--- src/verilog/imgproc_pkg.sv ---
package imgproc_pkg;

	////////////////////////////////////////////////////////////////////////////
	// Pixel and coordinate types

	localparam int COORD_W = 11;             // Up to 2047 pixels per line or row

	typedef logic [COORD_W-1:0] coord_t;
	typedef logic [7:0] channel_t;

	// Red sits in the top byte, blue in the bottom
	typedef struct packed {
		channel_t red;
		channel_t green;
		channel_t blue;
	} pixel_t;

	// One stream beat is the pixel followed by the sop and eop marks
	localparam int BEAT_W = $bits(pixel_t) + 2;

	////////////////////////////////////////////////////////////////////////////
	// Register map of the memory-mapped port

	localparam logic [2:0] ADDR_STATUS     = 3'd0;
	localparam logic [2:0] ADDR_ID         = 3'd1;
	localparam logic [2:0] ADDR_BOX_COLOUR = 3'd2;
	localparam logic [2:0] ADDR_BOX_X      = 3'd3;  // Right in 26:16, left in 10:0
	localparam logic [2:0] ADDR_BOX_Y      = 3'd4;  // Bottom in 26:16, top in 10:0

	localparam logic [31:0] DEVICE_ID = 32'h1234_eee2;

	// Highlight for bright pixels
	localparam pixel_t WHITE = 24'hff_ffff;

endpackage
--- src/verilog/imgproc.sv ---
`timescale 1ns/10ps

module imgproc #(
	parameter int                  IMAGE_W            = 640,
	parameter int                  IMAGE_H            = 480,
	parameter imgproc_pkg::pixel_t BOX_COLOUR_DEFAULT = 24'h00_ff00
) (
	input  logic                clk,
	input  logic                reset_n,

	// Stream sink
	input  imgproc_pkg::pixel_t sink_data,
	input  logic                sink_valid,
	output logic                sink_ready,
	input  logic                sink_sop,
	input  logic                sink_eop,

	// Stream source
	output imgproc_pkg::pixel_t source_data,
	output logic                source_valid,
	input  logic                source_ready,
	output logic                source_sop,
	output logic                source_eop,

	input  logic                mode,

	// Memory-mapped slave
	input  logic                s_chipselect,
	input  logic                s_read,
	input  logic                s_write,
	input  logic [2:0]          s_address,
	input  logic [31:0]         s_writedata,
	output logic [31:0]         s_readdata
);

	logic [imgproc_pkg::BEAT_W-1:0] in_beat, mid_beat, out_beat;
	logic                in_valid, out_ready, accept;
	imgproc_pkg::pixel_t in_pixel, shaded_pixel, box_colour;
	logic                in_sop, in_eop;
	imgproc_pkg::coord_t x, y;
	logic                packet_video, bright;
	imgproc_pkg::coord_t box_left, box_right, box_top, box_bottom;
	logic                box_found;
	logic [7:0]          frame_count;

	////////////////////////////////////////////////////////////////////////////
	// Stream path

	stream_stage #(.WIDTH(imgproc_pkg::BEAT_W)) in_stage (
		.clk       (clk),
		.reset_n   (reset_n),
		.in_valid  (sink_valid),
		.in_ready  (sink_ready),
		.in_data   ({sink_data, sink_sop, sink_eop}),
		.out_valid (in_valid),
		.out_ready (out_ready),
		.out_data  (in_beat)
	);

	assign {in_pixel, in_sop, in_eop} = in_beat;
	assign accept   = in_valid & out_ready;        // Beat crosses between the stages
	assign mid_beat = {shaded_pixel, in_sop, in_eop};

	stream_stage #(.WIDTH(imgproc_pkg::BEAT_W)) out_stage (
		.clk       (clk),
		.reset_n   (reset_n),
		.in_valid  (in_valid),
		.in_ready  (out_ready),
		.in_data   (mid_beat),
		.out_valid (source_valid),
		.out_ready (source_ready),
		.out_data  (out_beat)
	);

	assign {source_data, source_sop, source_eop} = out_beat;

	////////////////////////////////////////////////////////////////////////////
	// Processing

	pixel_position #(.IMAGE_W(IMAGE_W)) u_position (
		.clk          (clk),
		.reset_n      (reset_n),
		.accept       (accept),
		.sop          (in_sop),
		.blue_low     (in_pixel.blue[3:0]),
		.x            (x),
		.y            (y),
		.packet_video (packet_video)
	);

	pixel_shader u_shader (
		.pixel        (in_pixel),
		.x            (x),
		.y            (y),
		.mode         (mode),
		.sop          (in_sop),
		.packet_video (packet_video),
		.box_left     (box_left),
		.box_right    (box_right),
		.box_top      (box_top),
		.box_bottom   (box_bottom),
		.box_found    (box_found),
		.box_colour   (box_colour),
		.bright       (bright),
		.pixel_out    (shaded_pixel)
	);

	box_tracker #(.IMAGE_W(IMAGE_W), .IMAGE_H(IMAGE_H)) u_tracker (
		.clk          (clk),
		.reset_n      (reset_n),
		.accept       (accept),
		.sop          (in_sop),
		.eop          (in_eop),
		.bright       (bright),
		.packet_video (packet_video),
		.x            (x),
		.y            (y),
		.box_left     (box_left),
		.box_right    (box_right),
		.box_top      (box_top),
		.box_bottom   (box_bottom),
		.box_found    (box_found),
		.frame_count  (frame_count)
	);

	control_regs #(.BOX_COLOUR_DEFAULT(BOX_COLOUR_DEFAULT)) u_regs (
		.clk          (clk),
		.reset_n      (reset_n),
		.s_chipselect (s_chipselect),
		.s_read       (s_read),
		.s_write      (s_write),
		.s_address    (s_address),
		.s_writedata  (s_writedata),
		.s_readdata   (s_readdata),
		.box_left     (box_left),
		.box_right    (box_right),
		.box_top      (box_top),
		.box_bottom   (box_bottom),
		.box_found    (box_found),
		.frame_count  (frame_count),
		.box_colour   (box_colour)
	);

endmodule

--- src/verilog/control_regs.sv ---
`timescale 1ns/10ps

module control_regs #(
	parameter imgproc_pkg::pixel_t BOX_COLOUR_DEFAULT = 24'h00_ff00
) (
	input  logic                clk,
	input  logic                reset_n,

	// Memory-mapped slave
	input  logic                s_chipselect,
	input  logic                s_read,
	input  logic                s_write,
	input  logic [2:0]          s_address,
	input  logic [31:0]         s_writedata,
	output logic [31:0]         s_readdata,

	// Tracker results
	input  imgproc_pkg::coord_t box_left,
	input  imgproc_pkg::coord_t box_right,
	input  imgproc_pkg::coord_t box_top,
	input  imgproc_pkg::coord_t box_bottom,
	input  logic                box_found,
	input  logic [7:0]          frame_count,

	output imgproc_pkg::pixel_t box_colour
);

	logic [31:0] read_word;

	////////////////////////////////////////////////////////////////////////////
	// Writes land on the edge they are sampled

	always_ff @(posedge clk) begin
		if (!reset_n)
			box_colour <= BOX_COLOUR_DEFAULT;
		else if (s_chipselect && s_write && s_address == imgproc_pkg::ADDR_BOX_COLOUR)
			box_colour <= s_writedata[23:0];
	end

	// Read mux
	always_comb begin
		case (s_address)
			imgproc_pkg::ADDR_STATUS:
				read_word = {16'h0000, frame_count, 7'b0, box_found};
			imgproc_pkg::ADDR_ID:
				read_word = imgproc_pkg::DEVICE_ID;
			imgproc_pkg::ADDR_BOX_COLOUR:
				read_word = {8'h00, box_colour};
			imgproc_pkg::ADDR_BOX_X:
				read_word = {5'b0, box_right, 5'b0, box_left};
			imgproc_pkg::ADDR_BOX_Y:
				read_word = {5'b0, box_bottom, 5'b0, box_top};
			default:
				read_word = 32'h0000_0000;    // Unmapped
		endcase
	end

	// Read data valid one cycle after the request and held until the next read
	always_ff @(posedge clk) begin
		if (!reset_n)
			s_readdata <= 32'h0000_0000;
		else if (s_chipselect && s_read)
			s_readdata <= read_word;
	end

endmodule

--- src/verilog/box_tracker.sv ---
`timescale 1ns/10ps

module box_tracker #(
	parameter int IMAGE_W = 640,
	parameter int IMAGE_H = 480
) (
	input  logic                clk,
	input  logic                reset_n,

	input  logic                accept,
	input  logic                sop,
	input  logic                eop,
	input  logic                bright,
	input  logic                packet_video,
	input  imgproc_pkg::coord_t x,
	input  imgproc_pkg::coord_t y,

	// Box of the last completed video frame
	output imgproc_pkg::coord_t box_left,
	output imgproc_pkg::coord_t box_right,
	output imgproc_pkg::coord_t box_top,
	output imgproc_pkg::coord_t box_bottom,
	output logic                box_found,
	output logic [7:0]          frame_count
);

	localparam imgproc_pkg::coord_t X_EMPTY = imgproc_pkg::coord_t'(IMAGE_W - 1);
	localparam imgproc_pkg::coord_t Y_EMPTY = imgproc_pkg::coord_t'(IMAGE_H - 1);

	imgproc_pkg::coord_t x_min, x_max, y_min, y_max;
	imgproc_pkg::coord_t x_min_nxt, x_max_nxt, y_min_nxt, y_max_nxt;
	logic                seen, seen_nxt;
	logic                hit;
	logic                frame_end;

	////////////////////////////////////////////////////////////////////////////
	// Running bounds including the current beat

	assign hit = accept & ~sop & packet_video & bright;

	assign x_min_nxt = (hit && x < x_min) ? x : x_min;
	assign x_max_nxt = (hit && x > x_max) ? x : x_max;
	assign y_min_nxt = (hit && y < y_min) ? y : y_min;
	assign y_max_nxt = (hit && y > y_max) ? y : y_max;
	assign seen_nxt  = seen | hit;

	// Last pixel of a video frame, the descriptor never counts as one
	assign frame_end = accept & eop & ~sop & packet_video;

	always_ff @(posedge clk) begin
		if (!reset_n) begin
			x_min <= X_EMPTY;
			x_max <= '0;
			y_min <= Y_EMPTY;
			y_max <= '0;
			seen  <= 1'b0;
		end else if (accept) begin
			if (sop) begin                   // New packet starts with an empty box
				x_min <= X_EMPTY;
				x_max <= '0;
				y_min <= Y_EMPTY;
				y_max <= '0;
				seen  <= 1'b0;
			end else begin
				x_min <= x_min_nxt;
				x_max <= x_max_nxt;
				y_min <= y_min_nxt;
				y_max <= y_max_nxt;
				seen  <= seen_nxt;
			end
		end
	end

	////////////////////////////////////////////////////////////////////////////
	// Latched box, shown on the frames that follow

	always_ff @(posedge clk) begin
		if (!reset_n) begin
			box_left    <= '0;
			box_right   <= '0;
			box_top     <= '0;
			box_bottom  <= '0;
			box_found   <= 1'b0;
			frame_count <= 8'd0;
		end else if (frame_end) begin
			box_left    <= x_min_nxt;
			box_right   <= x_max_nxt;
			box_top     <= y_min_nxt;
			box_bottom  <= y_max_nxt;
			box_found   <= seen_nxt;
			frame_count <= frame_count + 8'd1;    // Wraps at 256
		end
	end

endmodule

--- src/verilog/pixel_shader.sv ---
`timescale 1ns/10ps

module pixel_shader (
	input  imgproc_pkg::pixel_t pixel,
	input  imgproc_pkg::coord_t x,
	input  imgproc_pkg::coord_t y,
	input  logic                mode,
	input  logic                sop,
	input  logic                packet_video,

	// Box latched from the last finished frame
	input  imgproc_pkg::coord_t box_left,
	input  imgproc_pkg::coord_t box_right,
	input  imgproc_pkg::coord_t box_top,
	input  imgproc_pkg::coord_t box_bottom,
	input  logic                box_found,
	input  imgproc_pkg::pixel_t box_colour,

	output logic                bright,
	output imgproc_pkg::pixel_t pixel_out
);

	imgproc_pkg::channel_t grey;
	imgproc_pkg::pixel_t   highlight;
	imgproc_pkg::pixel_t   shaded;
	logic                  on_box;
	logic                  rewrite;

	// All three channels in their upper half
	assign bright = pixel.red[7] & pixel.green[7] & pixel.blue[7];

	// Grey = green/2 + red/4 + blue/4, peaks at 253 so no overflow
	assign grey = {1'b0, pixel.green[7:1]}
		+ {2'b00, pixel.red[7:2]}
		+ {2'b00, pixel.blue[7:2]};

	assign highlight = bright ? imgproc_pkg::WHITE : imgproc_pkg::pixel_t'({grey, grey, grey});

	// Box edges are drawn as full lines across the frame
	assign on_box = box_found &
		((x == box_left) | (x == box_right) | (y == box_top) | (y == box_bottom));

	assign shaded = on_box ? box_colour : highlight;

	// Descriptor beats and non-video packets are never touched
	assign rewrite = mode & ~sop & packet_video;

	assign pixel_out = rewrite ? shaded : pixel;

endmodule

--- src/verilog/pixel_position.sv ---
`timescale 1ns/10ps

module pixel_position #(
	parameter int IMAGE_W = 640
) (
	input  logic                clk,
	input  logic                reset_n,

	input  logic                accept,      // Beat moves to the output stage
	input  logic                sop,
	input  logic [3:0]          blue_low,    // Packet type nibble of the descriptor

	output imgproc_pkg::coord_t x,
	output imgproc_pkg::coord_t y,
	output logic                packet_video
);

	localparam imgproc_pkg::coord_t X_LAST = imgproc_pkg::coord_t'(IMAGE_W - 1);

	////////////////////////////////////////////////////////////////////////////
	// Raster counters
	//
	// The descriptor clears the position, so the first pixel after it is
	// seen at 0,0. Every later beat steps x and wraps into the next row.

	always_ff @(posedge clk) begin
		if (!reset_n) begin
			x            <= '0;
			y            <= '0;
			packet_video <= 1'b0;
		end else if (accept) begin
			if (sop) begin
				x            <= '0;
				y            <= '0;
				packet_video <= (blue_low == 4'h0);   // Type 0 is video
			end else if (x == X_LAST) begin
				x <= '0;
				y <= y + 1'b1;
			end else begin
				x <= x + 1'b1;
			end
		end
	end

endmodule

--- src/verilog/stream_stage.sv ---
`timescale 1ns/10ps

module stream_stage #(
	parameter int WIDTH = 26
) (
	input  logic             clk,
	input  logic             reset_n,

	// Upstream side
	input  logic             in_valid,
	output logic             in_ready,
	input  logic [WIDTH-1:0] in_data,

	// Downstream side
	output logic             out_valid,
	input  logic             out_ready,
	output logic [WIDTH-1:0] out_data
);

	logic             full;
	logic [WIDTH-1:0] data_q;

	// Room for a new beat when empty or when the held one leaves this cycle
	assign in_ready = ~full | out_ready;

	always_ff @(posedge clk) begin
		if (!reset_n) begin
			full   <= 1'b0;
			data_q <= '0;
		end else if (in_ready) begin
			full <= in_valid;
			if (in_valid)
				data_q <= in_data;              // Only capture real beats
		end
	end

	assign out_valid = full;
	assign out_data  = data_q;

endmodule

--- config.mk ---
export PLATFORM = sky130hd
export DESIGN_NAME = imgproc
export DESIGN_NICKNAME = d
export VERILOG_FILES = /design/src/verilog/imgproc_pkg.sv /design/src/verilog/imgproc.sv /design/src/verilog/control_regs.sv /design/src/verilog/box_tracker.sv /design/src/verilog/pixel_shader.sv /design/src/verilog/pixel_position.sv /design/src/verilog/stream_stage.sv
export SDC_FILE = /design/constraint.sdc
export NUM_CORES = 1
export LEC_CHECK = 0
export BUFFER_PORTS_ARGS = -buffer_cell sky130_fd_sc_hd__buf_2
export CAP_MARGIN = 30
export CORE_ASPECT_RATIO = 1.75
export CORE_MARGIN = 2
export CORE_UTILIZATION = 55
export CTS_CLUSTER_DIAMETER = 80
export DETAILED_ROUTE_END_ITERATION = 8
export PLACE_DENSITY = 0.75
export SKIP_LAST_GASP = 1
export SLEW_MARGIN = 10
export SYNTH_ARGS = -nofsm -noshare
export SYNTH_HDL_FRONTEND = slang
export SYNTH_HIERARCHICAL = 1
export SYNTH_SLANG_ARGS = --single-unit
--- constraint.sdc ---
create_clock -name clk -period 3.6 [get_ports clk]
set_clock_uncertainty 0.15 [all_clocks]
set_input_delay 0.54 -clock clk [delete_from_list [all_inputs] [get_ports clk]]
set_output_delay 0.54 -clock clk [all_outputs]
set_load 0.01 [all_outputs]
Word-level counts from Yosys, hierarchy flattened
Index checks and enable logic that the tools add are counted.

cells by class
  magnitude comparators = 4
  $add $sub $neg = 5
  mux-type cells = 17
  reductions and logical operators = 14
  eq/ne operators = 9
  bitwise gates (word level) = 21

operators with widths
  operator               count
  $pmux 29 s5            1
  $mux 11                12
  $mux 24                3
  $eq 11x11->1           4
  $add 11x1->11 const B  2
  $gt 11x11->1           2
  $lt 11x11->1           2
  $and 1x1->1            12
  $eq 11x10->1 const B   1
  $add 7x6->8            1
  $add 8x1->8 const B    1
  $add 8x6->8            1
  $reduce_and 2->1       4
  $logic_and 1x1->1      7
  $eq 3x2->1 const B     2
  $or 1x1->1             6
  $logic_not 4->1        1
  $eq 3x1->1 const B     1
  $eq 3x3->1 const B     1
  $logic_not 3->1        1
  $not 1->1              3
  $reduce_bool 2->1      1
  $mux 1                 1

storage, ports and cells
  output and inout bits = 60
  register bits = 231
  logic and storage cells = 92
  input port bits = 69

Longest topological paths before layout
  word-level depth = 9
  gate-level depth with buffers = 13
  mapped depth without buffers = 13

Hierarchy
The synthesis kept the hierarchy.

modules (own cells, without submodules)
  module          sequential area each (um^2)  cells an instance  area an instance (um^2)  times used
  box_tracker     1,961.9                      589                4,942.2                  1
  control_regs    1,041.0                      291                2,427.3                  1
  stream_stage    540.5                        118                1,114.8                  2
  pixel_position  460.4                        142                1,258.7                  1
  pixel_shader    0.0                          135                1,255.0                  1
  imgproc         0.0                          1                  6.3                      1

Least setup slack after synthesis
No wires, ideal clock.

  path type = register -> register
  start point = register in_stage.data_q[5], in the netlist in_stage/out_data[5]
  end point = register out_stage.data_q[25], in the netlist out_stage/out_data[25]
  path slack = 0.889 ns
  clock period less this slack = 2.711 ns
  arrival time = 2.443 ns
  stages on the path, launching flop included = 12
  path buffers = 0
  data required time = 3.332 ns
  library setup time = 0.118 ns
  cell sequence = dfxtp_1 -> fa_1 -> ha_1 -> fa_1 -> a21o_1 -> a21oi_1 -> nor2b_1 -> o21ai_0 -> nand4b_1 -> o221a_2 -> nand2_1 -> mux2i_1

RTL lines
  element                 RTL line            RTL
  start, declared         stream_stage.sv:21  logic [WIDTH-1:0] data_q;
  start signal, assigned  stream_stage.sv:33  data_q <= in_data;
  end signal, assigned    stream_stage.sv:33
  end, declared           stream_stage.sv:21

==> results.txt <==
Max Freq - 309 MHz
CTS Buf Count - 22
Die area - 0.0233 mm²
Area delta synth->final - 11.7%
Fin area - 0.0135 mm²
Initial Util - 56.1%
Area leader, netlist - dfxtp_1
Slowest CP cell - fa_1
Via-to-Cell Ratio - 5.98
Slew Viols, Final - 0
Multiplexer share of the synthesized area - 7.45%
Status - complete, no violations
Initial drt markers - 963
Simple-gate share of the synthesized area - 19.8%
Sequential cell area - 0.00454 mm²
Sequential area share after synthesis - 37.5%
Layout Nets - 1612
Mean Syn Cell Area - 8.69 µm²
Gpl congestion - 0.931
Post-Syn Instances - 1394
GRT Resource Usage Total - 30.6%
Io pins - 129
H-tree depth - 1
Main combinational cell family by area after synthesis - simple AND/OR/NAND/NOR gates
Post-synth top area share - 37.5%
Cell area after placement - 0.0128 mm²
Worst Path Required - 3830 ps
First-pass GRT wire length - 55.7 mm
Synth Area in Compound Gates - 17.7%
Hold Violations, Final - 0
Normalized max-slew margin - 38.1%
Antenna Nets Post-Route - 0
Logic pwr share - 7.4%
Footprint of the multi-input gates - 0.00680 mm²
Yosys reg bits - 227
Die Y - 200 µm
Pre-CTS setup slack - 433 ps
Setup Fix Bufs, Post-CTS - 0
Antenna violations before repair - 0
Cell class contributing the biggest share of worst-path delay - adder cells
Drt drc - 0
Max Cap Violations - 0
Pwr Total - 5.34 mW
Number of diodes - 0
Setup crit end kind - register
Sequential Power Share - 48.6%
Final WS setup - 367 ps
DR WL/cell - 20.1 µm
Clock power share - 43.9%
Slowest cell delay on critical path - 480 ps
RSZ-0062 raised after global routing - false
Lkg Pwr - 5.72 nW
CTS tree - done
Synth Area in XOR/XNOR - 4.63%
P per Cell Area - 394 mW/mm²
Final setup fails - 0
Worst path arrival time - 3460 ps
Fillers - 1910
Count leader, synth - nand2_1
Core area - 0.0216 mm²
EDFF count, synth - 0
DP HPWL - 26.8 mm
Cts hold-fix bufs - 0
Yosys Warn Count - 6
WS Path Type - register to register
Fin crit period - 3230 ps
CTS Buffer Depth - 3
Top_reg_cell synth - dfxtp_1
Vias - 10708
Post-cts repair resize count - 0
Max VDD drop - 0.272 mV
Switch Pwr - 1.25 mW
Worst min path class - primary input to register
Buffer and inverter count on the worst path - 0
Setup total negative slack - 0 ps
Clk_lat worst skew - 510 ps
Total Wirelength - 36.1 mm
Internal power - 4.09 mW
Final std cells w/o fill - 1791
Clock sinks - 227
1st-pass router iterations - 5
Synth async-reset ratio - 0%
Top cells by count, synth - nand2_1 (238), dfxtp_1 (227), mux2i_1 (88)
Sw Ratio - 23.4%
Root Buffer - clkbuf_16
Post-Syn Area - 0.0121 mm²
Share of layout cells above drive strength 1 - 16.6%
Rows - 71
Cell mode on critical path - fa_1
Largest net degree at the start of global routing - 84
Critical Path Fanout Max - 3
Grt total ovfl - 0
Die Wd - 116 µm
Fin crit share - 89.8%
IO Port Bufs - 116
Clock transition at path regs - 60 ps
Vias in the first global route - 10522
Placed Cells - 1753
Least-Margin Pin Slew - 925 ps
Synth area leaders - dfxtp_1 (37%), nand2_1 (7.4%), mux2i_1 (7.3%)
Crit path cell chain - fa_1 -> ha_1 -> fa_1 -> a21o_1 -> a21oi_1 -> nor2b_1 -> o21ai_0 -> nand4b_1 -> o221a_2 -> nand2_1 -> mux2i_1
Unique masters post-synth - 91
Setup crit start kind - register
Area share of fa/ha/maj cells after synthesis - 6.42%
[power by group through the flow]
stage / registers, mW / logic, mW / clock network (mW)
after floorplan: 2.64 / 0.285 / 0
final: 2.60 / 0.397 / 2.34
after CTS: 2.59 / 0.394 / 2.37
after detailed placement: 2.65 / 0.391 / 0
after global placement: 2.65 / 0.382 / 0
after global routing: 2.60 / 0.432 / 2.48
[state kept, by name (all words and copies together) (netlist names), 11 cells and up]
| signal | cells |
|---|---|
| in_stage/out_data | 26 |
| out_stage/out_data | 26 |
| u_position/x | 11 |
| u_position/y | 11 |
| u_regs/box_colour | 24 |
| u_regs/s_readdata | 28 |
| u_tracker/box_bottom | 11 |
| u_tracker/box_left | 11 |
| u_tracker/box_right | 11 |
| u_tracker/box_top | 11 |
| u_tracker/x_max | 11 |
| u_tracker/x_min | 11 |
| u_tracker/y_max | 11 |
| u_tracker/y_min | 11 |
[worst min-delay path, cell delays in order]
cell and delay (ps):
buf_2 70, nand2_1 40, nand3_1 60
[routing by layer]
layer  track usage, %  up-vias  share of wire (%)
met2             52.5      461                 49
met3             3.93      154                5.4
met5                0        -                  0
li1                 -     5102                  -
met1             32.5     4991                 36
met4             25.3        0                9.9
[cell families (layout without fill, tap and decap cells)]
family / after synthesis / count (layout)
multiplexers: 90 / 90
adder cells (fa/ha/maj): 58 / 58
XOR/XNOR: 64 / 64
buffers and inverters: 147 / 249
flip-flops: 227 / 227
other: 1 / 4
AND/OR/NAND/NOR: 499 / 499
AO/OA/AOI/OAI: 308 / 308
[path summary, 6_finish.rpt]
kind	start	end	slack, ps	cells after the start
max reg2reg	in_stage/out_data[5]	out_stage/out_data[25]	370	11
min	s_writedata[12]	u_regs/box_colour[12]	90	3
max	in_stage/out_data[5]	out_stage/out_data[25]	370	11
min reg2reg	out_stage/out_data[18]	out_stage/out_data[18]	300	2
[final cells by class]
class                   count  area share [%]
clock buffers              33            4.75
clock inverters             5           0.554
inverters                  57            1.58
multi-input cells        1023            50.2
flip-flops and latches    227            33.6
well taps                 292            2.70
repair buffers            154            6.65
[per-stage QoR]
stage,hold WS [ps],utilization (%)
floorplan,285,-
global placement,288,59.3
detailed placement,295,59.4
CTS,82.9,62.7
global route,106,62.7
finish,90.7,62.7
[layout by cell type (no fill, tap or decap), types with 8 or more instances in the layout]
cell type and instances:
nand2_1 238, o221a_2 26, a21boi_1 12, a21oi_1 66
a31oi_1 28, nand3_1 55, buf_2 115, o21ai_0 69
o22ai_1 15, nor2b_1 15, nand4_1 27, xor2_1 13
a211oi_1 8, buf_4 37, ha_1 51, xnor2_1 51
dfxtp_1 227, inv_1 56, nor3_1 12, nor2_1 87
mux2i_1 88, clkbuf_16 23, a22oi_1 14
No activity file was read; power rests on OpenSTA's default activity.
